File: config.mk
export PLATFORM = sky130hd
export DESIGN_NAME = aes_round_keys
export DESIGN_NICKNAME = d
export VERILOG_FILES = /design/src/verilog/aes_pkg.sv /design/src/verilog/aes_round_keys.sv
export SDC_FILE = /design/constraint.sdc
export NUM_CORES = 1
export LEC_CHECK = 0
export BUFFER_PORTS_ARGS = -buffer_cell sky130_fd_sc_hd__buf_4
export CORE_MARGIN = 2
export CORE_UTILIZATION = 35
export DETAILED_ROUTE_END_ITERATION = 8
export PLACE_DENSITY = 0.57
export SLEW_MARGIN = 20
export SYNTH_ARGS = -nofsm -noshare
export SYNTH_HDL_FRONTEND = slang
export SYNTH_SLANG_ARGS = --single-unit
File: constraint.sdc
create_clock -name eph1 -period 8.4 [get_ports eph1]
set_clock_uncertainty 0.05 [all_clocks]
set_input_delay 0.42 -clock eph1 [delete_from_list [all_inputs] [get_ports eph1]]
set_output_delay 0.42 -clock eph1 [all_outputs]
set_load 0.01 [all_outputs]
File: src/verilog/aes_pkg.sv
// AES-128/192/256 encrypt-only definitions; the state union assumes a 128-bit block on a 32-bit bus
`default_nettype none

package aes_pkg;

  // ==========================================================
  // Widths and sizes
  // ==========================================================

  // One AES block, seen as sixteen bytes or four bus words
  localparam int state_bits = 128;
  localparam int bus_width  = 32;
  // Word address of the Wishbone window, enough for the key store at 64..123
  localparam int adr_width  = 7;
  // Key store holds four words per round key, up to fourteen rounds plus the initial key
  localparam int key_word_max = 60;

  // Byte 15 is the first byte of the block in FIPS order, word 3 is the first column
  typedef union packed {
    logic [15:0][7:0] bytes;
    logic [3:0][31:0] words;
  } aes_state_u;

  // ==========================================================
  // Register map (word addresses)
  // ==========================================================

  localparam logic [adr_width-1:0] reg_ctrl        = 'd0;
  localparam logic [adr_width-1:0] reg_status      = 'd1;
  localparam logic [adr_width-1:0] reg_plain_base  = 'd4;
  localparam logic [adr_width-1:0] reg_cipher_base = 'd8;
  localparam logic [adr_width-1:0] reg_key_base    = 'd64;

  // ==========================================================
  // Forward S-box, entry 0 first
  // ==========================================================

  localparam logic [0:255][7:0] sbox = '{
    8'h63, 8'h7c, 8'h77, 8'h7b, 8'hf2, 8'h6b, 8'h6f, 8'hc5, 8'h30, 8'h01, 8'h67, 8'h2b, 8'hfe, 8'hd7, 8'hab, 8'h76,
    8'hca, 8'h82, 8'hc9, 8'h7d, 8'hfa, 8'h59, 8'h47, 8'hf0, 8'had, 8'hd4, 8'ha2, 8'haf, 8'h9c, 8'ha4, 8'h72, 8'hc0,
    8'hb7, 8'hfd, 8'h93, 8'h26, 8'h36, 8'h3f, 8'hf7, 8'hcc, 8'h34, 8'ha5, 8'he5, 8'hf1, 8'h71, 8'hd8, 8'h31, 8'h15,
    8'h04, 8'hc7, 8'h23, 8'hc3, 8'h18, 8'h96, 8'h05, 8'h9a, 8'h07, 8'h12, 8'h80, 8'he2, 8'heb, 8'h27, 8'hb2, 8'h75,
    8'h09, 8'h83, 8'h2c, 8'h1a, 8'h1b, 8'h6e, 8'h5a, 8'ha0, 8'h52, 8'h3b, 8'hd6, 8'hb3, 8'h29, 8'he3, 8'h2f, 8'h84,
    8'h53, 8'hd1, 8'h00, 8'hed, 8'h20, 8'hfc, 8'hb1, 8'h5b, 8'h6a, 8'hcb, 8'hbe, 8'h39, 8'h4a, 8'h4c, 8'h58, 8'hcf,
    8'hd0, 8'hef, 8'haa, 8'hfb, 8'h43, 8'h4d, 8'h33, 8'h85, 8'h45, 8'hf9, 8'h02, 8'h7f, 8'h50, 8'h3c, 8'h9f, 8'ha8,
    8'h51, 8'ha3, 8'h40, 8'h8f, 8'h92, 8'h9d, 8'h38, 8'hf5, 8'hbc, 8'hb6, 8'hda, 8'h21, 8'h10, 8'hff, 8'hf3, 8'hd2,
    8'hcd, 8'h0c, 8'h13, 8'hec, 8'h5f, 8'h97, 8'h44, 8'h17, 8'hc4, 8'ha7, 8'h7e, 8'h3d, 8'h64, 8'h5d, 8'h19, 8'h73,
    8'h60, 8'h81, 8'h4f, 8'hdc, 8'h22, 8'h2a, 8'h90, 8'h88, 8'h46, 8'hee, 8'hb8, 8'h14, 8'hde, 8'h5e, 8'h0b, 8'hdb,
    8'he0, 8'h32, 8'h3a, 8'h0a, 8'h49, 8'h06, 8'h24, 8'h5c, 8'hc2, 8'hd3, 8'hac, 8'h62, 8'h91, 8'h95, 8'he4, 8'h79,
    8'he7, 8'hc8, 8'h37, 8'h6d, 8'h8d, 8'hd5, 8'h4e, 8'ha9, 8'h6c, 8'h56, 8'hf4, 8'hea, 8'h65, 8'h7a, 8'hae, 8'h08,
    8'hba, 8'h78, 8'h25, 8'h2e, 8'h1c, 8'ha6, 8'hb4, 8'hc6, 8'he8, 8'hdd, 8'h74, 8'h1f, 8'h4b, 8'hbd, 8'h8b, 8'h8a,
    8'h70, 8'h3e, 8'hb5, 8'h66, 8'h48, 8'h03, 8'hf6, 8'h0e, 8'h61, 8'h35, 8'h57, 8'hb9, 8'h86, 8'hc1, 8'h1d, 8'h9e,
    8'he1, 8'hf8, 8'h98, 8'h11, 8'h69, 8'hd9, 8'h8e, 8'h94, 8'h9b, 8'h1e, 8'h87, 8'he9, 8'hce, 8'h55, 8'h28, 8'hdf,
    8'h8c, 8'ha1, 8'h89, 8'h0d, 8'hbf, 8'he6, 8'h42, 8'h68, 8'h41, 8'h99, 8'h2d, 8'h0f, 8'hb0, 8'h54, 8'hbb, 8'h16
  };

  // Multiply by x in GF(2^8), folding the carry back with the AES polynomial
  function automatic logic [7:0] gf_x2(input logic [7:0] b);
    return {b[6:0], 1'b0} ^ (b[7] ? 8'h1b : 8'h00);
  endfunction

  // Multiply by x+1, which is the doubled byte plus the byte itself
  function automatic logic [7:0] gf_x3(input logic [7:0] b);
    return gf_x2(b) ^ b;
  endfunction

endpackage

`default_nettype wire

File: src/verilog/aes_round_keys.sv
// Key words are written pre-expanded by software; contents are undefined until written, no reset
`timescale 1ns/1ns
`default_nettype none

module aes_round_keys #(
  parameter int num_rounds = 10
) (
  input  logic                          eph1,
  input  logic                          key_we,
  input  logic [5:0]                    key_addr,
  input  logic [aes_pkg::bus_width-1:0] key_data,
  input  logic [3:0]                    round_idx,
  output aes_pkg::aes_state_u           round_key
);
  import aes_pkg::*;

  // Initial key plus one key per round, four columns each
  localparam int key_words = 4 * (num_rounds + 1);

  logic [bus_width-1:0] key_mem [key_words];

  // Single write port from the bus, address range already checked upstream
  always_ff @(posedge eph1) begin
    if (key_we) begin
      key_mem[key_addr] <= key_data;
    end
  end

  // Word 4r+c is column c of round key r, column 0 goes to the top word
  always_comb begin
    for (int c = 0; c < 4; c++) begin
      round_key.words[3 - c] = key_mem[{round_idx, 2'(c)}];
    end
  end

endmodule

`default_nettype wire

## Word-level counts from Yosys, hierarchy flattened

Memory sizes are Yosys's and may differ from the RTL's.
Cells that the tools add are included.

| storage, ports and cells | value |
|---|---|
| logic and storage cells | 3 |
| memories kept | 1 |
| register bits after elaboration | 0 |
| RAM bits | 1,408 |

Memory list:

| memory | depth | width | rd ports | clocked after Yosys merged registers in | write ports | RTL line | text |
|---|---|---|---|---|---|---|---|
| key_mem | 44 | 32 | 4 | 0 | 1 | aes_round_keys.sv:20 | `logic [bus_width-1:0] key_mem [key_words];` |

| operators by class | value |
|---|---|
| muxes and demuxes | 2 |

Operators by type and width:

| operator | count |
|---|---|
| 2-to-1 mux 1 bit | 2 |

## Longest topological paths before layout

| logic depth | value |
|---|---|
| depth in word-level cells | 2 |
| gate-level depth with buffers | 6 |
| gate-level depth less buffers | 3 |

## Least setup slack after synthesis

Ideal clock, no wire load.

| timing path | value |
|---|---|
| path type | input to register |
| start | input key_addr[3] |
| end | memory key_mem[32][0] (enable) |
| path slack | 4.778 ns |
| stages on the path | 3 |
| buffers on the path | 0 |
| required time | 7.889 ns |
| setup time | 0.461 ns |
| arrival | 3.111 ns |
| cell sequence | nor4bb_1 nand2b_1 nor3_1 |

RTL lines:

| what | RTL line | text |
|---|---|---|
| from (decl) | aes_round_keys.sv:10 | `input logic [5:0] key_addr,` |
| to (decl) | aes_round_keys.sv:20 |  |

No word-level cell before the write port.

==> run metrics <==
largest registers=key_mem: 1408 flops; fin crit period=4.02 ns; Sw Share=0.222; Total Wirelength=144000 um; Initial Util=0.353; Synth area leaders=edfxtp_1 77%, mux2_2 7.8%, mux2i_1 4.6%; share of cells above drive strength 1=0.265; Root Driver=clkbuf_16; largest net degree at the start of global routing=147; Most flops, register=key_mem; Critical path buffers and inverters=4; synth warn=0; syn avg cell area=18.7 um^2; P&R area growth vs syn=15.4%; clk sinks=1408; post_cts resized=0; Mapped Cells=2948; via count of the first global-routing pass=28.2k; DR vias=28.1k; DRC Markers=0; initial antenna violation count=24; leak pwr=20.6 nW; Startpoint Class=input port; Switch Pwr=3.31 mW; RSZ-0062 raised after global routing=no; CP Class=in2out; cell mode on critical path=buf_4; endpoints failing hold=0; Worst Path Arrival=3.55 ns; max reg flops=1408; Setup Viol. Count Final=0; antenna-violating nets left=0; first-pass iteration count of the detailed router=5; post-DP HPWL=72500 um; Synth area leader=edfxtp_1; Detailed Route Iter0 Violations=2327; DR WL/cell=27.0 um; Worst-Margin Slew=1.25 ns; row cnt=145; Comb power frac=0.057; worst path cell trace=buf_8 -> buf_4 -> buf_4 -> o211ai_1 -> o31ai_1 -> buf_4; Slew headroom=0.168; Setup TNS=0 ns; register area share after synthesis=0.767; Reg clk slew, reported paths=0.05 ns; maximum achievable frequency=249 MHz; Power Total=14.9 mW; Total Nets Final=3193; start point of the critical path=round_idx[1]; Via density=5.28; max-slew violation count=0; Placer Congestion=0.715; pwr dens=234 nW/um^2; worst min path class=in2reg; FF+latch count, synth=1408; Top delay family on crit path=buffers and inverters; Flop pwr share=0.523; Core ar.=156000 um^2; post-CTS setup buffers=0; cts hold-fix bufs=0; power share of the clock group=0.420; global-route wire length before repair=204000 um; crit end category=output pin; share of the synthesized area in the top cell type=0.767; Overflow after GRT=0; CP required=7.93 ns; count of cell types in the netlist=24; status=finished clean; GRT Overall Usage=0.176; P_int=11.6 mW; Max Root-Sink Buffers=3; Critical Path Fanout Max=133; CP max-delay cell=buf_4; PortBufs=171; die area=161000 um^2; TritonCTS Buffers=150; # fillers=13.9k; max-cap violations=0; Place WS=4.36 ns; PnR worst setup slack=4.38 ns; Worst Hold Path EP=key_mem[27][25]; Final period util=0.479; Post-Syn Area=55100 um^2; Largest stage delay, worst path=0.77 ns; num ports=172; H-tree Lvls=4; CTS tree=done; die height=401 um; syn nets=2992; Hold Startpoint=key_data[25]; Peak supply drop=212 uV; Worst Hold Depth=1; Die Width=401 um
-- through the flow --
| stage | utilization | cells | hold slack [ns] | cell area (um^2) |
|---|---|---|---|---|
| after floorplan | - | 2948 | 0.469 | 55100 |
| after global placement | 0.377 | 5052 | 0.892 | 58900 |
| after detailed placement | 0.377 | 5055 | 0.897 | 59000 |
| after CTS | 0.407 | 5321 | 0.0503 | 63600 |
| after global routing | 0.407 | 5321 | 0.0795 | 63600 |
| final | 0.407 | 5329 | 0.0937 | 63600 |
-- synth_stat cells, drive strengths merged --
cell type and count:
mux2i 256, nand2b 132, nand3 4, nor2b 4, o211ai 128, nand2 7, o22ai 128, edfxtp 1408
buf 92, nand4 1, or3 1, nor2 45, or3b 1, nor4bb 1, a22o 128, o31ai 128
nor3 2, nand3b 2, mux2 384, clkbuf 96
-- worst max-delay path by stage --
stage / depth (start not counted) / end / slack [ns]
floorplan: 3 / key_mem[32][0] / 4.78
global placement: 7 / round_key[44] / 4.27
detailed placement: 7 / round_key[44] / 4.36
CTS: 7 / round_key[44] / 4.36
global route: 6 / round_key[53] / 4.18
finish: 6 / round_key[53] / 4.38
-- logic make-up (layout without fill, tap and decap cells) --
kind of cell           count (synthesis)  in the layout  synth area share
AO/OA/AOI/OAI                        512            512            0.0697
buffers and inverters                188            503            0.0183
flip-flops                          1408           1408             0.767
multiplexers                         640            640             0.125
other                                  0              8                 0
AND/OR/NAND/NOR                      200            200            0.0204
-- layer usage --
metal | global-route usage | up-vias | part of all wire
met3 | 0.0390 | 198 | 0.064
met2 | 0.283 | 762 | 0.47
met1 | 0.239 | 14700 | 0.44
li1 | - | 12400 | -
met5 | 0 | - | 0.00074
met4 | 0.0526 | 18 | 0.023
-- cell usage in the layout (no fill, tap or decap), types with 2 or more instances in the layout --
cell        count
diode_2         8
nand2b_1      131
nand3_1         4
nor3_2          2
o31ai_1       128
buf_4         225
mux2i_1       256
o22ai_1       128
nor2_4         43
buf_8           3
clkinv_1       30
nor2b_1         3
clkinvlp_4      2
inv_16          5
buf_12          9
clkinv_2       19
nand2_1         6
o211ai_1      128
nor2_1          2
inv_6           2
clkinv_4        2
clkinv_8        4
clkbuf_16     150
edfxtp_1     1408
mux2_2        384
nand3b_1        2
clkbuf_1       42
a22o_1        128
clkinv_16       4
bufinv_16       6
-- power by group through the flow --
| stage | Clock (mW) | Combinational (mW) | Sequential [mW] |
|---|---|---|---|
| final | 6.26 | 0.849 | 7.79 |
| after global routing | 6.69 | 0.908 | 7.79 |
| after CTS | 6.42 | 0.870 | 7.79 |
| after detailed placement | 0 | 0.868 | 7.94 |
| after global placement | 0 | 0.862 | 7.94 |
| after floorplan | 0 | 0.435 | 7.94 |
-- final cells by class --
| cell class | count | area [um^2] | share of cell area |
|---|---|---|---|
| Antenna cell | 8 | 20.0 | 0.000315 |
| Clock buffer | 192 | 3910 | 0.0615 |
| Clock inverter | 74 | 723 | 0.0114 |
| Multi-Input combinational cell | 1352 | 12200 | 0.192 |
| Sequential cell | 1408 | 42300 | 0.664 |
| Tap cell | 2058 | 2570 | 0.0405 |
| Timing Repair Buffer | 237 | 1910 | 0.0301 |
Power figures use the tool's default switching activity.
