File: config.mk
export PLATFORM = sky130hd
export DESIGN_NAME = aes_regs
export DESIGN_NICKNAME = d
export VERILOG_FILES = /design/src/verilog/aes_pkg.sv /design/src/verilog/aes_regs.sv
export SDC_FILE = /design/constraint.sdc
export NUM_CORES = 1
export LEC_CHECK = 0
export BUFFER_PORTS_ARGS = -buffer_cell sky130_fd_sc_hd__buf_2
export CAP_MARGIN = 20
export CELL_PAD_IN_SITES_DETAIL_PLACEMENT = 1
export CELL_PAD_IN_SITES_GLOBAL_PLACEMENT = 2
export CORE_MARGIN = 8
export CORE_UTILIZATION = 34
export DETAILED_ROUTE_END_ITERATION = 7
export GPL_TIMING_DRIVEN = 0
export PLACE_DENSITY_LB_ADDON = 0.25
export SYNTH_ARGS = -nofsm -noshare
export SYNTH_HDL_FRONTEND = slang
export SYNTH_SLANG_ARGS = --single-unit
File: constraint.sdc
create_clock -name eph1 -period 5.5 [get_ports eph1]
set_input_delay 1.1 -clock eph1 [delete_from_list [all_inputs] [get_ports eph1]]
set_output_delay 1.1 -clock eph1 [all_outputs]
set_load 0.1 [all_outputs]
File: src/verilog/aes_pkg.sv
// AES-128/192/256 encrypt-only definitions; the state union assumes a 128-bit block on a 32-bit bus
`default_nettype none

package aes_pkg;

  // ==========================================================
  // Widths and sizes
  // ==========================================================

  // One AES block, seen as sixteen bytes or four bus words
  localparam int state_bits = 128;
  localparam int bus_width  = 32;
  // Word address of the Wishbone window, enough for the key store at 64..123
  localparam int adr_width  = 7;
  // Key store holds four words per round key, up to fourteen rounds plus the initial key
  localparam int key_word_max = 60;

  // Byte 15 is the first byte of the block in FIPS order, word 3 is the first column
  typedef union packed {
    logic [15:0][7:0] bytes;
    logic [3:0][31:0] words;
  } aes_state_u;

  // ==========================================================
  // Register map (word addresses)
  // ==========================================================

  localparam logic [adr_width-1:0] reg_ctrl        = 'd0;
  localparam logic [adr_width-1:0] reg_status      = 'd1;
  localparam logic [adr_width-1:0] reg_plain_base  = 'd4;
  localparam logic [adr_width-1:0] reg_cipher_base = 'd8;
  localparam logic [adr_width-1:0] reg_key_base    = 'd64;

  // ==========================================================
  // Forward S-box, entry 0 first
  // ==========================================================

  localparam logic [0:255][7:0] sbox = '{
    8'h63, 8'h7c, 8'h77, 8'h7b, 8'hf2, 8'h6b, 8'h6f, 8'hc5, 8'h30, 8'h01, 8'h67, 8'h2b, 8'hfe, 8'hd7, 8'hab, 8'h76,
    8'hca, 8'h82, 8'hc9, 8'h7d, 8'hfa, 8'h59, 8'h47, 8'hf0, 8'had, 8'hd4, 8'ha2, 8'haf, 8'h9c, 8'ha4, 8'h72, 8'hc0,
    8'hb7, 8'hfd, 8'h93, 8'h26, 8'h36, 8'h3f, 8'hf7, 8'hcc, 8'h34, 8'ha5, 8'he5, 8'hf1, 8'h71, 8'hd8, 8'h31, 8'h15,
    8'h04, 8'hc7, 8'h23, 8'hc3, 8'h18, 8'h96, 8'h05, 8'h9a, 8'h07, 8'h12, 8'h80, 8'he2, 8'heb, 8'h27, 8'hb2, 8'h75,
    8'h09, 8'h83, 8'h2c, 8'h1a, 8'h1b, 8'h6e, 8'h5a, 8'ha0, 8'h52, 8'h3b, 8'hd6, 8'hb3, 8'h29, 8'he3, 8'h2f, 8'h84,
    8'h53, 8'hd1, 8'h00, 8'hed, 8'h20, 8'hfc, 8'hb1, 8'h5b, 8'h6a, 8'hcb, 8'hbe, 8'h39, 8'h4a, 8'h4c, 8'h58, 8'hcf,
    8'hd0, 8'hef, 8'haa, 8'hfb, 8'h43, 8'h4d, 8'h33, 8'h85, 8'h45, 8'hf9, 8'h02, 8'h7f, 8'h50, 8'h3c, 8'h9f, 8'ha8,
    8'h51, 8'ha3, 8'h40, 8'h8f, 8'h92, 8'h9d, 8'h38, 8'hf5, 8'hbc, 8'hb6, 8'hda, 8'h21, 8'h10, 8'hff, 8'hf3, 8'hd2,
    8'hcd, 8'h0c, 8'h13, 8'hec, 8'h5f, 8'h97, 8'h44, 8'h17, 8'hc4, 8'ha7, 8'h7e, 8'h3d, 8'h64, 8'h5d, 8'h19, 8'h73,
    8'h60, 8'h81, 8'h4f, 8'hdc, 8'h22, 8'h2a, 8'h90, 8'h88, 8'h46, 8'hee, 8'hb8, 8'h14, 8'hde, 8'h5e, 8'h0b, 8'hdb,
    8'he0, 8'h32, 8'h3a, 8'h0a, 8'h49, 8'h06, 8'h24, 8'h5c, 8'hc2, 8'hd3, 8'hac, 8'h62, 8'h91, 8'h95, 8'he4, 8'h79,
    8'he7, 8'hc8, 8'h37, 8'h6d, 8'h8d, 8'hd5, 8'h4e, 8'ha9, 8'h6c, 8'h56, 8'hf4, 8'hea, 8'h65, 8'h7a, 8'hae, 8'h08,
    8'hba, 8'h78, 8'h25, 8'h2e, 8'h1c, 8'ha6, 8'hb4, 8'hc6, 8'he8, 8'hdd, 8'h74, 8'h1f, 8'h4b, 8'hbd, 8'h8b, 8'h8a,
    8'h70, 8'h3e, 8'hb5, 8'h66, 8'h48, 8'h03, 8'hf6, 8'h0e, 8'h61, 8'h35, 8'h57, 8'hb9, 8'h86, 8'hc1, 8'h1d, 8'h9e,
    8'he1, 8'hf8, 8'h98, 8'h11, 8'h69, 8'hd9, 8'h8e, 8'h94, 8'h9b, 8'h1e, 8'h87, 8'he9, 8'hce, 8'h55, 8'h28, 8'hdf,
    8'h8c, 8'ha1, 8'h89, 8'h0d, 8'hbf, 8'he6, 8'h42, 8'h68, 8'h41, 8'h99, 8'h2d, 8'h0f, 8'hb0, 8'h54, 8'hbb, 8'h16
  };

  // Multiply by x in GF(2^8), folding the carry back with the AES polynomial
  function automatic logic [7:0] gf_x2(input logic [7:0] b);
    return {b[6:0], 1'b0} ^ (b[7] ? 8'h1b : 8'h00);
  endfunction

  // Multiply by x+1, which is the doubled byte plus the byte itself
  function automatic logic [7:0] gf_x3(input logic [7:0] b);
    return gf_x2(b) ^ b;
  endfunction

endpackage

`default_nettype wire

File: src/verilog/aes_regs.sv
// Wishbone classic slave, two clocks per access, no errors; plaintext and key writes dropped while busy
`timescale 1ns/1ns
`default_nettype none

module aes_regs #(
  parameter int num_rounds = 10
) (
  input  logic                          eph1,
  input  logic                          arst_n,
  input  logic                          cyc,
  input  logic                          stb,
  input  logic                          we,
  input  logic [aes_pkg::adr_width-1:0] adr,
  input  logic [aes_pkg::bus_width-1:0] dat_w,
  input  logic                          busy,
  input  logic                          done,
  input  aes_pkg::aes_state_u           state,
  output logic [aes_pkg::bus_width-1:0] dat_r,
  output logic                          ack,
  output logic                          start,
  output aes_pkg::aes_state_u           plain,
  output logic                          key_we,
  output logic [5:0]                    key_addr,
  output logic [aes_pkg::bus_width-1:0] key_data
);
  import aes_pkg::*;

  localparam int block_words = state_bits / bus_width;
  localparam int key_words   = 4 * (num_rounds + 1);

  logic                 wr_fire;
  logic                 hit_plain;
  logic                 hit_cipher;
  logic                 hit_key;
  logic [adr_width-1:0] plain_off;
  logic [adr_width-1:0] cipher_off;
  logic [adr_width-1:0] key_off;
  logic [bus_width-1:0] rd_data;

  // ==========================================================
  // Bus handshake
  // ==========================================================

  // Ack comes one clock after cyc and stb, and drops on the clock after
  always_ff @(posedge eph1 or negedge arst_n) begin
    if (!arst_n) begin
      ack <= 1'b0;
    end else begin
      ack <= cyc && stb && !ack;
    end
  end

  // Writes take effect at the end of the ack cycle
  assign wr_fire = cyc && stb && we && ack;

  // Offsets into each window; an address below a base wraps high and misses
  assign plain_off  = adr - reg_plain_base;
  assign cipher_off = adr - reg_cipher_base;
  assign key_off    = adr - reg_key_base;
  assign hit_plain  = plain_off < block_words;
  assign hit_cipher = cipher_off < block_words;
  assign hit_key    = key_off < key_word_max;

  // ==========================================================
  // Write side
  // ==========================================================

  // Start is only honoured when the engine is idle
  assign start = wr_fire && (adr == reg_ctrl) && dat_w[0] && !busy;

  // Key words past the last round key of this build are dropped
  assign key_we   = wr_fire && !busy && hit_key && (key_off < key_words);
  assign key_addr = key_off[5:0];
  assign key_data = dat_w;

  // Plaintext window holds the most significant word at the lowest address
  always_ff @(posedge eph1 or negedge arst_n) begin
    if (!arst_n) begin
      plain <= '0;
    end else if (wr_fire && !busy && hit_plain) begin
      plain.words[2'd3 - plain_off[1:0]] <= dat_w;
    end
  end

  // ==========================================================
  // Read side
  // ==========================================================

  // Control and key store are write-only and read as zero like any hole
  always_comb begin
    rd_data = '0;
    if (adr == reg_status) begin
      rd_data[1:0] = {done, busy};
    end else if (hit_plain) begin
      rd_data = plain.words[2'd3 - plain_off[1:0]];
    end else if (hit_cipher) begin
      rd_data = state.words[2'd3 - cipher_off[1:0]];
    end
  end

  // Read data is captured as ack goes high and held through the ack cycle
  always_ff @(posedge eph1) begin
    if (cyc && stb && !ack) begin
      dat_r <= rd_data;
    end
  end

endmodule

`default_nettype wire

== Word-level counts from Yosys, hierarchy flattened ==
Index checks and enable logic that the tools add are counted.
Storage, ports and cells
  register bits after elaboration: 161
  bits of input ports: 174
  word-level logic and storage cells: 42
Operators by class
  add/subtract/negate cells: 5
  $lt $le $gt $ge: 7
  eq/ne operators: 1
  multiplexer cells: 10
  reduce and logical (&&, ||, !) cells: 15
Operators with widths (count)
  2-to-1 mux 32 bit: 5
  binary-select mux 32 bit (select 2 bit): 2
  bitwise mux 128 bit: 1
  demux 32 bit (select 2 bit): 1
  < comparator 7 x 3 -> 1 bit (second input constant): 2
  < comparator 7 x 6 -> 1 bit (second input constant): 2
  logical AND 1 bit: 12
  == test 7 x 1 -> 1 bit (second input constant): 1
  logical NOT 7 bit: 1
  subtractor 7 x 3 -> 7 bit (second input constant): 1
  subtractor 7 x 4 -> 7 bit (second input constant): 1
  subtractor 7 bit (second input constant): 1
  < comparator 2 x 3 -> 1 bit (second input constant): 2
  subtractor 2 bit (first input constant): 2
  greater-or-equal comparator 2 x 1 -> 1 bit (second input constant): 1
  logical NOT 1 bit: 2
  2-to-1 mux 2 bit: 1

== Depth between registers and ports, before layout ==
  depth after elaboration: 7
  depth in mapped cells: 9
  mapped depth without buffers: 6

== Worst setup path before layout ==
OpenSTA, ideal clock, no wires.
  kind: input -> output
  start: input port adr[3] in the netlist's numbering
  end: output port start
  arrival time: 2.381 ns
  required time: 4.400 ns
  path slack: 2.019 ns
  cell stages on the path: 4
  buffers on the path: 0
  cell sequence: inv_1 -> ha_1 -> nor4b_1 -> and4_1
On the way
  word-level cells in the longest chain between the ends: 4
RTL lines
  start, declared: RTL line aes_regs.sv:13  | input logic [aes_pkg::adr_width-1:0] adr,
  logical NOT 7 bit: RTL line aes_regs.sv:69  | assign start = wr_fire && (adr == reg_ctrl) && dat_w[0] && !busy;
  logical AND 1 bit (3 in series): RTL line aes_regs.sv:69
  end, declared: RTL line aes_regs.sv:20  | output logic start,
Every way passes these cells.

== Worst setup path after layout ==
  start: input port cyc
  end: output port start
On the way
  word-level cells in the longest chain between the ends: 6
RTL lines
  start, declared: RTL line aes_regs.sv:10  | input logic cyc,
  logical AND 1 bit (3 in series): RTL line aes_regs.sv:54  | assign wr_fire = cyc && stb && we && ack;
  logical AND 1 bit (3 in series): RTL line aes_regs.sv:69
Every way passes these cells.

==> impl_metrics.ini <==
[status]
status = complete, no violations

[timing]
setup_tns_ps = 0
tightest_slew_ps = 856.1
whs_ps = 529.4
fin_crit_ps = 3768
setup_viol = 0
slew_violations = 0
max_slew_margin_pct = 42.93
fmax_mhz = 265.4
period_share_pct = 68.51
hold_viol_final = 0
clock_skew_ps = 11.44
rsz0062_at_grt = false

[worst_setup_path]
max_stage_delay_ps = 650
crit_slowest_cell = nor3_1
cpMostUsedCell = buf_2
cp_max_fo = 6
cp_data_arrival_time_ps = 2670
cp-end-kind = primary output
r2r_cells = 5
crit_type = in2out
cp_cell_sequence = buf_2 -> nand2_1 -> nor3_1 -> and4_1 -> buf_2
path_buf_inv = 2
reg2reg_to = plain[126]
reg2reg_from = ack
crit_start = cyc
crit_end = start
cp.required_ps = 4400
r2r_slack_ps = 3290
cp_num_cells = 5
start_kind = input pin
crit_family = simple AND/OR/NAND/NOR gates

[yosys]
synth_top_area_share_pct = 37.87
syn_nets = 697
synth_ff_type = dfrtp_1
synthArstFlopShare_pct = 80.12
yosysMostFrequentCell = dfrtp_1
ys.warnings.count = 0
synthTopCellsByArea = dfrtp_1 38%, mux4_2 17%, mux2_4 16%, edfxtp_1 11%, mux2_2 5.0%
synth.avg_cell_area_um2 = 16.36
synth-seq-area-share_pct = 49.15
synthTopCellsByCount = 129 x dfrtp_1, 90 x mux2_4, 64 x mux4_2
netlist_area_um2 = 8523
synth_seq_cells = 161
synth_cell_types = 25
synth_top_cell_by_area = dfrtp_1
postSynthCellCount = 521
synth_edf_count = 32

[cells_and_area]
fill_cells = 2625
syn_to_final_growth_pct = 34.19
drive_gt1_share_pct = 71.15
diodes = 0
layout.nets = 1092

[clock_network]
root_buffer = clkbuf_16
cts_tree = built
cts_setup_buffers = 0
clkTransAtPathRegs_ps = 60
cts_made_buffers = 17
clkLatencyLatePin_ps = 430
htree_num_levels = 4
cts_sinks = 161
cts_resized = 0
clockBufferDepth = 2
hold_buffers = 0

[worst_hold_path]
hp-class = reg2reg

[global_routing]
busiest_layer = met2
antenna_found_initial = 1
met3_usage_pct = 6.422
grt-ovfl-total = 0
grt_use_total_pct = 20.32
grt_util_met1_pct = 23.99
grt_start_max_net_pins = 67
grt_pass1_wl_mm = 46.52
use_met2_pct = 35.44
first_global_vias = 7176

[floorplanning]
start_util_pct = 34.24
placement_rows = 58
ios = 375
die_w_um = 174.3
fp.dieH_um = 174.3
dieArea_um2 = 30390
core-area_um2 = 24890

[detailed_routing]
wire_per_inst_um = 24.51
firstDrtPassIters = 4
ant_nets = 0
num_vias = 6219
viasPerCell = 4.940
drt_iter0_markers = 308
drc = 0
finalWirelength_mm = 30.86

[flow_run]
max_cap_violations = 0

[place]
post-dp-hpwl_mm = 23.91
port_buffers = 373
place_congestion = 0.7459

[pwr]
p_leak_nw = 5.889
powerDensity_nw_per_um2 = 248.1
vdd_drop_max_mv = 0.1443
==> layout make-up <==
cell class | instances | area, µm² | area share, %
Inverter | 2 | 7.507 | 0.06564
Sequential cell | 161 | 4189 | 36.63
Clock inverter | 13 | 127.6 | 1.116
Timing Repair Buffer | 376 | 1933 | 16.90
Clock buffer | 19 | 432.9 | 3.785
Tap cell | 330 | 412.9 | 3.610
Buffer | 79 | 583.1 | 5.098
Multi-Input combinational cell | 279 | 3751 | 32.80
==> logic make-up (layout without fill, tap and decap cells) <==
| logic type | after synthesis | count (layout) | share of synthesized area, % |
|---|---|---|---|
| AND/OR/NAND/NOR | 49 | 49 | 2.716 |
| XOR/XNOR | 1 | 1 | 0.1028 |
| multiplexers | 192 | 192 | 37.79 |
| adder cells (fa/ha/maj) | 2 | 2 | 0.2936 |
| buffers and inverters | 81 | 489 | 6.929 |
| flip-flops | 161 | 161 | 49.15 |
| AO/OA/AOI/OAI | 35 | 35 | 3.024 |
==> cells in the final DEF, fill, tap and decap left out <==
cell        synthesis  final
clkbuf_16           0     17
and4_1              3      3
xnor2_1             1      1
and4b_1             2      2
mux2_4             90     90
o21ai_0             2      2
inv_8               0      1
edfxtp_1           32     32
buf_2              10    383
nor3_1              1      1
nor4b_1             2      2
nand2_1             5      5
buf_16              0      2
clkbuf_1           16     18
mux2_2             38     38
buf_12              3      3
clkinv_1            0      1
a21o_1              1      1
buf_6              10     11
bufinv_16           0      1
nand3_1             1      1
inv_6               0      3
clkinvlp_4          0      4
a22oi_1            32     32
dfrtp_1           129    129
clkinv_4            0      3
nor2_4              0      1
nor2_1             33     32
buf_4              40     40
and3b_1             1      1
inv_1               2      2
ha_1                2      2
and3_1              1      1
mux4_2             64     64
==> how the worst min path moves through the flow <==
stage                          start         end  slack [ps]  cells after the start
after global routing      plain[116]  plain[116]         540                      1
after global placement     plain[27]   plain[27]         510                      1
after floorplan               arst_n         ack         800                      0
after CTS                 plain[116]  plain[116]         530                      1
final                     plain[113]  plain[113]         530                      1
after detailed placement   plain[45]   plain[45]         510                      1
==> metrics by stage <==
| step | instances | setup WS, ps | power, W | area (µm²) | util [%] |
|---|---|---|---|---|---|
| after floorplan | 521 | 2019 | 0.001552 | 8523 | - |
| after global placement | 1224 | 1246 | 0.001706 | 10800 | 43.40 |
| after detailed placement | 1227 | 1616 | 0.001716 | 10880 | 43.70 |
| after CTS | 1259 | 1605 | 0.002878 | 11440 | 45.95 |
| after global routing | 1259 | 1528 | 0.002939 | 11440 | 45.95 |
| final | 1259 | 1732 | 0.002837 | 11440 | 45.95 |
==> registers in the layout (all words and copies together), names as in the netlist <==
name	cells
dat_r	32
ack	1
plain	128
==> per-layer routing <==
layer | wire length (µm) | vias to the layer above
met5 | 9 | -
met4 | 425 | 2
met1 | 12390 | 3206
li1 | - | 2742
met2 | 15890 | 240
met3 | 2141 | 29
==> report_power, final <==
group / total, W / switching (W) / leakage (nW) / internal (W)
Sequential: 0.00123 / 0.00000503 / 2.13 / 0.00123
Combinational: 0.000454 / 0.000313 / 3.50 / 0.000141
Clock: 0.00115 / 0.000520 / 0.260 / 0.000631
Total: 0.00284 / 0.000838 / 5.89 / 0.00200
==> worst reg2reg max path: stages, from the launching register on <==
cell and delay, ps:
dfrtp_1 400, nand2_1 70, nor3_1 600, nand3_1 370
buf_2 350, mux2_2 320
Power figures use the tool's default switching activity.
