==> src/verilog/aes_pkg.sv <==
// AES-128/192/256 encrypt-only definitions; the state union assumes a 128-bit block on a 32-bit bus
`default_nettype none

package aes_pkg;

  // ==========================================================
  // Widths and sizes
  // ==========================================================

  // One AES block, seen as sixteen bytes or four bus words
  localparam int state_bits = 128;
  localparam int bus_width  = 32;
  // Word address of the Wishbone window, enough for the key store at 64..123
  localparam int adr_width  = 7;
  // Key store holds four words per round key, up to fourteen rounds plus the initial key
  localparam int key_word_max = 60;

  // Byte 15 is the first byte of the block in FIPS order, word 3 is the first column
  typedef union packed {
    logic [15:0][7:0] bytes;
    logic [3:0][31:0] words;
  } aes_state_u;

  // ==========================================================
  // Register map (word addresses)
  // ==========================================================

  localparam logic [adr_width-1:0] reg_ctrl        = 'd0;
  localparam logic [adr_width-1:0] reg_status      = 'd1;
  localparam logic [adr_width-1:0] reg_plain_base  = 'd4;
  localparam logic [adr_width-1:0] reg_cipher_base = 'd8;
  localparam logic [adr_width-1:0] reg_key_base    = 'd64;

  // ==========================================================
  // Forward S-box, entry 0 first
  // ==========================================================

  localparam logic [0:255][7:0] sbox = '{
    8'h63, 8'h7c, 8'h77, 8'h7b, 8'hf2, 8'h6b, 8'h6f, 8'hc5, 8'h30, 8'h01, 8'h67, 8'h2b, 8'hfe, 8'hd7, 8'hab, 8'h76,
    8'hca, 8'h82, 8'hc9, 8'h7d, 8'hfa, 8'h59, 8'h47, 8'hf0, 8'had, 8'hd4, 8'ha2, 8'haf, 8'h9c, 8'ha4, 8'h72, 8'hc0,
    8'hb7, 8'hfd, 8'h93, 8'h26, 8'h36, 8'h3f, 8'hf7, 8'hcc, 8'h34, 8'ha5, 8'he5, 8'hf1, 8'h71, 8'hd8, 8'h31, 8'h15,
    8'h04, 8'hc7, 8'h23, 8'hc3, 8'h18, 8'h96, 8'h05, 8'h9a, 8'h07, 8'h12, 8'h80, 8'he2, 8'heb, 8'h27, 8'hb2, 8'h75,
    8'h09, 8'h83, 8'h2c, 8'h1a, 8'h1b, 8'h6e, 8'h5a, 8'ha0, 8'h52, 8'h3b, 8'hd6, 8'hb3, 8'h29, 8'he3, 8'h2f, 8'h84,
    8'h53, 8'hd1, 8'h00, 8'hed, 8'h20, 8'hfc, 8'hb1, 8'h5b, 8'h6a, 8'hcb, 8'hbe, 8'h39, 8'h4a, 8'h4c, 8'h58, 8'hcf,
    8'hd0, 8'hef, 8'haa, 8'hfb, 8'h43, 8'h4d, 8'h33, 8'h85, 8'h45, 8'hf9, 8'h02, 8'h7f, 8'h50, 8'h3c, 8'h9f, 8'ha8,
    8'h51, 8'ha3, 8'h40, 8'h8f, 8'h92, 8'h9d, 8'h38, 8'hf5, 8'hbc, 8'hb6, 8'hda, 8'h21, 8'h10, 8'hff, 8'hf3, 8'hd2,
    8'hcd, 8'h0c, 8'h13, 8'hec, 8'h5f, 8'h97, 8'h44, 8'h17, 8'hc4, 8'ha7, 8'h7e, 8'h3d, 8'h64, 8'h5d, 8'h19, 8'h73,
    8'h60, 8'h81, 8'h4f, 8'hdc, 8'h22, 8'h2a, 8'h90, 8'h88, 8'h46, 8'hee, 8'hb8, 8'h14, 8'hde, 8'h5e, 8'h0b, 8'hdb,
    8'he0, 8'h32, 8'h3a, 8'h0a, 8'h49, 8'h06, 8'h24, 8'h5c, 8'hc2, 8'hd3, 8'hac, 8'h62, 8'h91, 8'h95, 8'he4, 8'h79,
    8'he7, 8'hc8, 8'h37, 8'h6d, 8'h8d, 8'hd5, 8'h4e, 8'ha9, 8'h6c, 8'h56, 8'hf4, 8'hea, 8'h65, 8'h7a, 8'hae, 8'h08,
    8'hba, 8'h78, 8'h25, 8'h2e, 8'h1c, 8'ha6, 8'hb4, 8'hc6, 8'he8, 8'hdd, 8'h74, 8'h1f, 8'h4b, 8'hbd, 8'h8b, 8'h8a,
    8'h70, 8'h3e, 8'hb5, 8'h66, 8'h48, 8'h03, 8'hf6, 8'h0e, 8'h61, 8'h35, 8'h57, 8'hb9, 8'h86, 8'hc1, 8'h1d, 8'h9e,
    8'he1, 8'hf8, 8'h98, 8'h11, 8'h69, 8'hd9, 8'h8e, 8'h94, 8'h9b, 8'h1e, 8'h87, 8'he9, 8'hce, 8'h55, 8'h28, 8'hdf,
    8'h8c, 8'ha1, 8'h89, 8'h0d, 8'hbf, 8'he6, 8'h42, 8'h68, 8'h41, 8'h99, 8'h2d, 8'h0f, 8'hb0, 8'h54, 8'hbb, 8'h16
  };

  // Multiply by x in GF(2^8), folding the carry back with the AES polynomial
  function automatic logic [7:0] gf_x2(input logic [7:0] b);
    return {b[6:0], 1'b0} ^ (b[7] ? 8'h1b : 8'h00);
  endfunction

  // Multiply by x+1, which is the doubled byte plus the byte itself
  function automatic logic [7:0] gf_x3(input logic [7:0] b);
    return gf_x2(b) ^ b;
  endfunction

endpackage

`default_nettype wire

==> src/verilog/aes_round_ctrl.sv <==
// One block in flight; start is ignored while running; done holds until the next start
`timescale 1ns/1ns
`default_nettype none

module aes_round_ctrl #(
  parameter int num_rounds = 10
) (
  input  logic                eph1,
  input  logic                arst_n,
  input  logic                start,
  input  aes_pkg::aes_state_u plain,
  input  aes_pkg::aes_state_u round_key,
  input  aes_pkg::aes_state_u round_out,
  output logic [3:0]          round_idx,
  output aes_pkg::aes_state_u round_in,
  output logic                last_round,
  output logic                busy,
  output logic                done,
  output aes_pkg::aes_state_u state
);
  import aes_pkg::*;

  localparam logic st_idle = 1'b0;
  localparam logic st_run  = 1'b1;

  logic                  fsm_q;
  logic [3:0]            round_cnt;
  logic                  load;
  logic [state_bits-1:0] state_d;

  // ==========================================================
  // Control
  // ==========================================================

  // The counter rests at 0 so the start cycle reads round key 0
  assign load       = (fsm_q == st_idle) && start;
  assign last_round = (fsm_q == st_run) && (round_cnt == 4'(num_rounds));
  assign busy       = (fsm_q == st_run);
  assign round_idx  = round_cnt;

  always_ff @(posedge eph1 or negedge arst_n) begin
    if (!arst_n) begin
      fsm_q     <= st_idle;
      round_cnt <= '0;
      done      <= 1'b0;
    end else if (load) begin
      fsm_q     <= st_run;
      round_cnt <= 4'd1;
      done      <= 1'b0;
    end else if (last_round) begin
      // The final update lands on this same edge
      fsm_q     <= st_idle;
      round_cnt <= '0;
      done      <= 1'b1;
    end else if (fsm_q == st_run) begin
      round_cnt <= round_cnt + 4'd1;
    end
  end

  // ==========================================================
  // State register
  // ==========================================================

  // Initial AddRoundKey on load, then each round's output comes back around
  always_comb begin
    state_d = state;
    if (load) begin
      state_d = plain ^ round_key;
    end else if (fsm_q == st_run) begin
      state_d = round_out;
    end
  end

  always_ff @(posedge eph1 or negedge arst_n) begin
    if (!arst_n) begin
      state <= '0;
    end else begin
      state <= state_d;
    end
  end

  // the round logic always works on the registered state
  assign round_in = state;

endmodule

`default_nettype wire

==> config.mk <==
export PLATFORM = sky130hd
export DESIGN_NAME = aes_round_ctrl
export DESIGN_NICKNAME = d
export VERILOG_FILES = /design/src/verilog/aes_pkg.sv /design/src/verilog/aes_round_ctrl.sv
export SDC_FILE = /design/constraint.sdc
export NUM_CORES = 1
export LEC_CHECK = 0
export BUFFER_PORTS_ARGS = -buffer_cell sky130_fd_sc_hd__buf_2
export CORE_AREA = 8 8 245 247
export CTS_CLUSTER_SIZE = 24
export DETAILED_ROUTE_END_ITERATION = 6
export DIE_AREA = 0 0 253 255
export PLACE_DENSITY = 0.39
export SLEW_MARGIN = 20
export SYNTH_ARGS = -nofsm -noshare
export SYNTH_HDL_FRONTEND = slang
export SYNTH_SLANG_ARGS = --single-unit
export TNS_END_PERCENT = 100
==> constraint.sdc <==
create_clock -name eph1 -period 1.4 [get_ports eph1]
set_input_delay 0.28 -clock eph1 [delete_from_list [all_inputs] [get_ports eph1]]
set_output_delay 0.28 -clock eph1 [all_outputs]
set_load 0.02 [all_outputs]
### After elaboration in Yosys (flattened, before gate mapping)

Index checks and enable logic that the tools add are counted.

* logic and storage cells: 22
* input port bits: 387
* flip-flop bits (word level): 134

* multiplexer cells: 9
* eq/ne operators: 1
* reduce and logical (&&, ||, !) cells: 5
* $add $sub $neg: 1
* bitwise logic cells: 2

Operator list (count)
* $mux 128: 2
* $xor 128x128->128: 1
* $mux 4: 3
* $add 4x1->4 const B: 1
* $eq 4x4->1 const B: 1
* $mux 1: 4
* $reduce_bool 2->1: 2
* $reduce_bool 3->1: 1
* $logic_and 1x1->1: 2
* $not 1->1: 1

### Longest topological paths before layout

Gate-level depths: netlist (run 1).

* word-level depth: 4
* depth in mapped cells: 6
* depth with buffers taken out: 5

### Worst setup path after synthesis (run 1)

Ideal clock, no wire load.

* kind: flip-flop to flip-flop
* start: register round_cnt[0], in the netlist round_idx[0]
* end: register round_cnt[1], in the netlist round_idx[1]
* slack: -0.045 ns
* data required time: 1.279 ns
* period minus slack after synthesis: 1.445 ns
* data arrival time: 1.324 ns
* library setup time: 0.121 ns
* path buffers: 1
* cell stages (with the launch flop): 7
* path through: dfrtp_1 inv_1 ha_1 and4b_1 clkbuf_2 nor2_1 a22o_1

* word-level cells in the longest chain between the ends: 4
* elaborated cells on any way between the ends: 7
* classes of those cells: 1 x add/sub; 1 x eq/ne; 3 x mux; 2 x reduce/logical

Ends and longest elaborated chain
* from (decl): line aes_round_ctrl.sv:27 `logic [3:0] round_cnt;`
* from (signal assigned): line aes_round_ctrl.sv:56 `round_cnt <= round_cnt + 4'd1;`
* $eq 4x4->1 *: line aes_round_ctrl.sv:37 `assign last_round = (fsm_q == st_run) && (round_cnt == 4'(num_rounds));`
* $logic_and 1x1->1 *: line aes_round_ctrl.sv:37
* via last_round: line aes_round_ctrl.sv:16 `output logic last_round,`
* $mux 4: line aes_round_ctrl.sv:50 `end else if (last_round) begin`
* $mux 4: line aes_round_ctrl.sv:46 `end else if (load) begin`

Mark *: on every way through the listed nets, which the timed path passes. The rest lies on a longest branch. The select of a mux whose other input is x is not followed.
A chain may end at the register's enable or synchronous reset.

### Worst setup path in the final report (run 1)

* start: register round_cnt[0], in the netlist round_idx[0]
* end: output port last_round

* word-level cells in the longest chain between the ends: 2

Ends and longest elaborated chain (line)
* $eq 4x4->1: aes_round_ctrl.sv:37
* $logic_and 1x1->1: aes_round_ctrl.sv:37
* to (decl): aes_round_ctrl.sv:16

No other way between the ends.

==> results by group, run 1 <==
Synth
  – Fraction of post-synthesis cell area in the top cell type by area: 40.43%
  – Average instance area after synthesis: 9.851 um^2
  – Area leader, netlist: dfrtp_1
  – Total number of yosys warnings: 0
  – EDFF count, synth: 0
  – Synthesized flop and latch total: 134
  – Sequential area share after synthesis: 40.43%
  – Cell variety after synth: 25
  – Syn nets: 1231
  – Synth top area cells: dfrtp_1 (40%), mux2i_1 (15%), xor2_1 (14%)
  – Synthesized instance count: 842
  – Fraction of registers with async set/reset: 100.0%
  – Commonest cells post-synth: dfrtp_1 (134), buf_4 (133), nand2_1 (132), xor2_1 (129), mux2i_1 (128)
  – Synth Flop Type: dfrtp_1
  – Synth Cell Area: 8294 um^2
  – Count leader, synth: dfrtp_1

Cells and area
  – Nets: 1938
  – Fin util: 26.05%
  – Layout cells sized above 1: 51.70%
  – Layout area overhead: 75.70%
  – Post-route cell area: 14570 um^2

Placement
  – Placed cell area: 11850 um^2
  – Port bufs: 649
  – RD Place Congestion: 0.8557
  – Setup WS pre-CTS: 0.01998 ns
  – DP HPWL: 28800 um

Floorplan
  – Die width: 253 um
  – Die area: 64520 um^2
  – IO Pins: 650
  – Die Ht: 255 um
  – Core ar.: 55950 um^2
  – Rows: 87
  – Initial Utilization: 14.82%

Worst setup path
  – Crit path launch type: register
  – Max FO, Critical Path: 2
  – CP cell instances: inv_2, ha_4, and4b_2, buf_6
  – Crit-path leading delay family: flip-flops
  – Max incr delay on CP: 0.42 ns
  – Buf+Inv Stages, Crit Path: 2
  – Worst Path Class, Setup: register to output port
  – CP Capture Type: output port
  – CP arrival: 1.46 ns
  – Required time of the worst setup path: 1.12 ns
  – Slowest CP cell: dfrtp_2

CTS
  – Sink Count: 134
  – Root Driver: clkbuf_16
  – Clock buffer count from CTS: 17
  – Number of H-tree levels: 4
  – Worst-path clk slew: 0.07 ns
  – Worst-Skew Late Latency: 0.47 ns
  – CTS max path bufs: 2
  – CTS tree: done

Power
  – Leakage power: 7.652 nW
  – VDD IR max: 0.8829 mV
  – Pwr dens: 1417 nW/um^2

Timing
  – Final Hold Fails: 0
  – Worst-Margin Slew: 0.3221 ns
  – Setup Skew: 0.01068 ns
  – # setup viols final: 9
  – Final worst slack: -0.3356 ns
  – RSZ-0062 raised after global routing: true
  – Maximum clock rate: 576.2 MHz
  – Worst hold slack: 0.04645 ns
  – Slew HR: 78.23%
  – Max Slew Vio Count: 0
  – Final worst path period share: 124.0%
  – Final min period: 1.736 ns

Drt
  – Initial DRC Count: 283
  – Routed via count: 8276
  – Routed len/inst: 15.79 um
  – DRC viols: 0
  – DRT Pass-1 Iters: 4
  – Final wirelength: 36600 um
  – ANT nets after route: 0
  – Via density: 3.570

Global routing
  – First-pass GRT wire length: 52260 um
  – Grt total ovfl: 0
  – Largest net degree at the start of global routing: 42
  – Vias in the first global route: 9236
  – Initial antenna violation count: 2
  – Gr usage total: 10.38%

Status
  – Status: complete, but fails checks
  – Failing checks: negative setup slack

Hold path
  – Hold/Removal Path Class: input port to register

Run
  – Max Cap Viol: 0
[path summary, 6_finish.rpt]
kind,from,endpoint,slack (ns),cells after the start
max in group asynchronous,arst_n,round_in[10]$_DFFE_PN0P_,0.54,4
max reg2reg,round_idx[1]$_DFFE_PN0P_,done$_DFFE_PN0P_,-0.07,6
max,round_idx[0]$_DFFE_PN0P_,last_round,-0.34,4
min,round_out[0],round_in[0]$_DFFE_PN0P_,0.05,3
min in group asynchronous,arst_n,round_in[60]$_DFFE_PN0P_,0.27,2
min reg2reg,done$_DFFE_PN0P_,done$_DFFE_PN0P_,0.49,1
[what timing repair did]
action	4_1_cts	5_1_grt
endpoints found under the hold margin	192	0
setup endpoints to repair	68	121
pin swaps	1	1
cloned	1	6
hold buffers	122	0
buffers inserted	15	7
resized for setup	186	31
[per-layer routing]
layer | part of all wire, % | global-route usage (%) | vias to the layer above
met2 | 52 | 18.17 | 328
met5 | 0 | 0 | -
met4 | 1.8 | 3.600 | 0
met1 | 39 | 11.55 | 3838
li1 | - | - | 4076
met3 | 7.5 | 3.807 | 34
[registers in the layout, indices dropped and copies added (netlist names)]
name,count
round_in,128
round_idx,4
done,1
busy,1
[power breakdown]
part / internal, mW / switching, mW
Combinational: 4.53 / 5.53
Sequential: 4.92 / 1.08
Clock: 2.69 / 1.89
[layout by cell type, fill, tap and decap left out, drive strengths merged, types with 2 or more instances in the layout]
master and instances:
o21ai 130, dlygate4sd3 122, clkinvlp 3, ha 2, xor2 129, clkbuf 25, bufinv 2, nor2 3
dfrtp 134, mux2i 128, nand2 132, clkinv 6, buf 732, inv 2
[worst min-delay path, cell delays in order]
cell and delay [ns]:
buf_2 0.10, nand2_1 0.05, o21ai_0 0.06
[final cells by class]
type	count	area [um^2]
Timing Repair Buffer	861	5952
Inverter	1	3.754
Clock inverter	12	128.9
Sequential cell	134	3395
Clock buffer	19	452.9
Antenna cell	1	2.502
Multi-Input combinational cell	534	3692
Fill cell	6067	41380
Tap cell	756	945.9
[metrics by stage]
step                instances  power, mW  TNS [ns]
finish                   2318      20.65   -0.8855
global route             2318      21.95    -1.668
CTS                      2306      20.58    -1.508
detailed placement       2137      14.31         0
global placement         2137      14.33         0
floorplan                 842      11.49         0
[cells by family after synthesis]
logic type	share of synthesized area, %
AOI/OAI and AO/OA	8.191
xor gates and xnor gates	13.62
adders and majority gates	0.3017
buffers and inverters	15.34
DFF	40.43
muxes	15.45
and+or+nand+nor	6.668
Power figures use the tool's default switching activity.
==> run 2, diff against run 1 <==
==> config.mk (replaced) <==
export PLATFORM = sky130hd
export DESIGN_NAME = aes_round_ctrl
export DESIGN_NICKNAME = d
export VERILOG_FILES = /design/src/verilog/aes_pkg.sv /design/src/verilog/aes_round_ctrl.sv
export SDC_FILE = /design/constraint.sdc
export NUM_CORES = 1
export LEC_CHECK = 0
export ABC_AREA = 1
export BUFFER_PORTS_ARGS = -buffer_cell sky130_fd_sc_hd__buf_2
export CORE_AREA = 8 8 249 251
export CTS_CLUSTER_SIZE = 24
export DETAILED_ROUTE_END_ITERATION = 6
export DIE_AREA = 0 0 257 259
export PLACE_DENSITY = 0.37
export SLEW_MARGIN = 20
export SYNTH_ARGS = -nofsm -noshare
export SYNTH_HDL_FRONTEND = slang
export SYNTH_SLANG_ARGS = --single-unit
export TNS_END_PERCENT = 10
==> run 2 against run 1 <==
Against the previous run:
- the flow still finishes with violations (negative setup slack)
- largest power group unchanged
- global-route usage rose by 0.11 points
- non-clock buffer count fell by 133
- die area rose by 3.2%
- area after synthesis fell by 6.8%
- power rose by 17%
- maximum frequency rose by 3.0%
- critical endpoint unchanged
- clock power fell by 4.6%
- flip-flop and latch count did not move
- critical path type unchanged
- sequential power rose by 11%
- via count fell by 0.70%
- register-to-register slack barely moved
==> results by group, run 2 <==
CTS
  – Root Driver: clkbuf_16
  – Sink Count: 134
  – CTS max path bufs: 2
  – Number of H-tree levels: 4
  – CTS tree: done
  – Worst-path clk slew: 0.06 ns
  – Worst-Skew Late Latency: 0.46 ns
  – Clock buffer count from CTS: 17

Synth
  – Adder-cell area share of the yosys netlist: 0.3237%
  – Fraction of post-synthesis cell area in the top cell type by area: 43.37%
  – Total number of yosys warnings: 0
  – Xor/xnor share of the synthesized area: 10.54%
  – Synth top area cells: dfrtp_1 (43%), buf_4 (13%), a22oi_1 (11%)
  – Syn nets: 1262
  – Sequential area share after synthesis: 43.37%
  – Area leader, netlist: dfrtp_1
  – EDFF count, synth: 0
  – Simple-Gate Fraction of Synth Area: 10.31%
  – Fraction of registers with async set/reset: 100.0%
  – Commonest cells post-synth: nand2_1 (141), dfrtp_1 (134), buf_4 (129), a22oi_1 (113), xnor2_1 (93)
  – Average instance area after synthesis: 8.856 um^2
  – Count leader, synth: nand2_1
  – Synthesized flop and latch total: 134
  – Synth Cell Area: 7731 um^2
  – Post-synthesis compound-gate area fraction: 18.77%
  – Largest family of logic cells by synthesized area: compound AO/OA/AOI/OAI gates
  – Synthesized instance count: 873
  – Cell variety after synth: 19
  – Mux share of post-synthesis cell area: 0%
  – Synth Flop Type: dfrtp_1

Drt
  – DRT Pass-1 Iters: 5
  – Routed len/inst: 17.22 um
  – ANT nets after route: 0
  – DRC viols: 0
  – Final wirelength: 38460 um
  – Via density: 3.680
  – Routed via count: 8218
  – Initial DRC Count: 329

Cells and area
  – Final cell count without fillers: 2233
  – Nets: 1838
  – Layout area overhead: 67.42%
  – Layout cells sized above 1: 56.92%
  – Max reg flops: 128
  – # diodes: 0
  – Most frequent cells in the layout: buf_2 (592), nand2_1 (135), dfrtp_1 (117)
  – Commonest non-fill, non-tap cell in the layout: buf_2
  – Filler instances: 6444
  – Post-route cell area: 12940 um^2

Run
  – Max Cap Viol: 0

Floorplan
  – Rows: 89
  – Die area: 66560 um^2
  – Initial Utilization: 13.27%
  – Core ar.: 58240 um^2
  – IO Pins: 650
  – Die Ht: 259 um
  – Die width: 257 um

Power
  – Leakage power: 6.354 nW
  – Pwr dens: 1872 nW/um^2
  – VDD IR max: 0.9082 mV

Worst setup path
  – CP dominant cell by count: inv_2
  – FF-to-FF End: round_in[83]$_DFFE_PN0P_
  – Worst setup startpoint: round_idx[0]$_DFFE_PN0P_
  – Required time of the worst setup path: 1.12 ns
  – R2R cell count: 6
  – CP Capture Type: output port
  – Crit. path cell count: 5
  – Crit-path leading delay family: flip-flops
  – CP cell instances: inv_2, ha_4, nand4_1, inv_2, buf_6
  – Buf+Inv Stages, Crit Path: 3
  – Critical Path Sink: last_round
  – Reg-to-reg slack, setup: -0.08 ns
  – Crit path launch type: register
  – Max FO, Critical Path: 2
  – Worst Path Class, Setup: register to output port
  – Max incr delay on CP: 0.39 ns
  – CP arrival: 1.41 ns
  – Slowest CP cell: dfrtp_1
  – RR Startpoint: busy$_DFFE_PN0P_

Timing
  – Setup Skew: 0.007539 ns
  – Maximum clock rate: 593.2 MHz
  – RSZ-0062 raised after global routing: true
  – Slew HR: 71.76%
  – Final min period: 1.686 ns
  – Final worst path period share: 120.4%
  – Final Hold Fails: 0
  – Final worst slack: -0.2856 ns
  – # setup viols final: 84
  – Worst-Margin Slew: 0.4236 ns
  – Total negative slack: -3.536 ns
  – Max Slew Vio Count: 0

Hold path
  – Hold path depth: 3
  – Hold/Removal Path Class: input port to register

Global routing
  – Grt total ovfl: 0
  – Vias in the first global route: 8949
  – Gr usage total: 10.49%
  – First-pass GRT wire length: 53760 um
  – Largest net degree at the start of global routing: 59
  – Initial antenna violation count: 1

Placement
  – DP HPWL: 30240 um
  – RD Place Congestion: 0.8049
  – Port bufs: 649
  – Placed Instances: 2177
  – Placed cell area: 11330 um^2

Status
  – Failing checks: negative setup slack
  – Status: complete, but fails checks
[run 2: cell count changes in the layout (fill, tap and decap cells not counted), moves of 14 or more]
cell / previous run / this run
buf_6: 87 / 49
buf_2: 572 / 592
nor2_1: 1 / 57
a22oi_1: 0 / 80
dfrtp_2: 30 / 16
inv_1: 0 / 27
mux2i_1: 128 / 0
dfrtp_1: 103 / 117
dlygate4sd3_1: 122 / 2
a22oi_2: 0 / 33
xor2_1: 129 / 0
xnor2_1: 0 / 93
[run 2: cells by family (layout without fill, tap and decap cells)]
kind of cell    count (synthesis)  after routing
compound gates                233            233
simple gates                  209            209
buf+inv                       202            789
flops                         134            134
xor+xnor                       93             93
fa+ha+maj                       2              2
[run 2: worst min-delay path by stage]
stage,from,to,slack [ns]
floorplan,arst_n,busy$_DFFE_PN0P_,-0.02
global placement,arst_n,round_in[40]$_DFFE_PN0P_,0.24
detailed placement,arst_n,round_in[40]$_DFFE_PN0P_,0.24
CTS,round_out[14],round_in[14]$_DFFE_PN0P_,0.001
global route,round_out[56],round_in[56]$_DFFE_PN0P_,0.02
finish,round_out[94],round_in[94]$_DFFE_PN0P_,0.06
[run 2: final cells by class]
cell class,instances,area (um^2),share of cell area (%)
clock buffer,20,436.7,3.374
clock inverter,10,108.9,0.8410
inverter,31,136.4,1.054
multi-input combinational,537,3372,26.05
sequential,134,3377,26.09
tap,773,967.2,7.472
timing repair buffer,728,4546,35.12
[run 2: report_power, final]
| part | internal [mW] | leakage (nW) | total, mW | switching, mW |
|---|---|---|---|---|
| clock | 2.58 | 0.265 | 4.37 | 1.80 |
| sequential | 5.26 | 1.57 | 6.68 | 1.42 |
| combinational | 5.42 | 4.52 | 13.2 | 7.75 |
[run 2: what timing repair did]
item / in CTS / in global routing
endpoints found under the setup margin: 63 / 194
gates cloned: 0 / 10
hold endpoints to repair: 17 / 0
hold buffers: 2 / 0
setup buffers: 10 / 7
gates resized for setup: 75 / 150
pin swaps: 13 / 24
[run 2: metal layers]
metal | vias up | part of all wire, % | track usage, %
met5 | - | 0.034 | 0
met4 | 2 | 3.3 | 4.462
met3 | 56 | 9.1 | 4.908
met2 | 434 | 50 | 18.41
met1 | 3762 | 37 | 10.65
li1 | 3964 | - | -
[run 2: worst register-to-register path: cells and delay by family, from the launching register on]
family	cells	cell delay [ns]
AND/OR/NAND/NOR	1	0.20
flip-flops	1	0.48
buffers and inverters	3	0.54
AO/OA/AOI/OAI	2	0.17
[run 2: through the flow]
step,setup WS [ns],util (%),hold WS (ns),power (mW)
after floorplan,0.03337,-,-0.01559,14.24
after global placement,0.02791,19.45,0.2356,18.03
after detailed placement,-0.02810,19.45,0.2440,17.97
after CTS,-0.3211,20.94,0.001405,23.20
after global routing,-0.3786,22.22,0.02246,25.85
final,-0.2856,22.22,0.05696,24.23
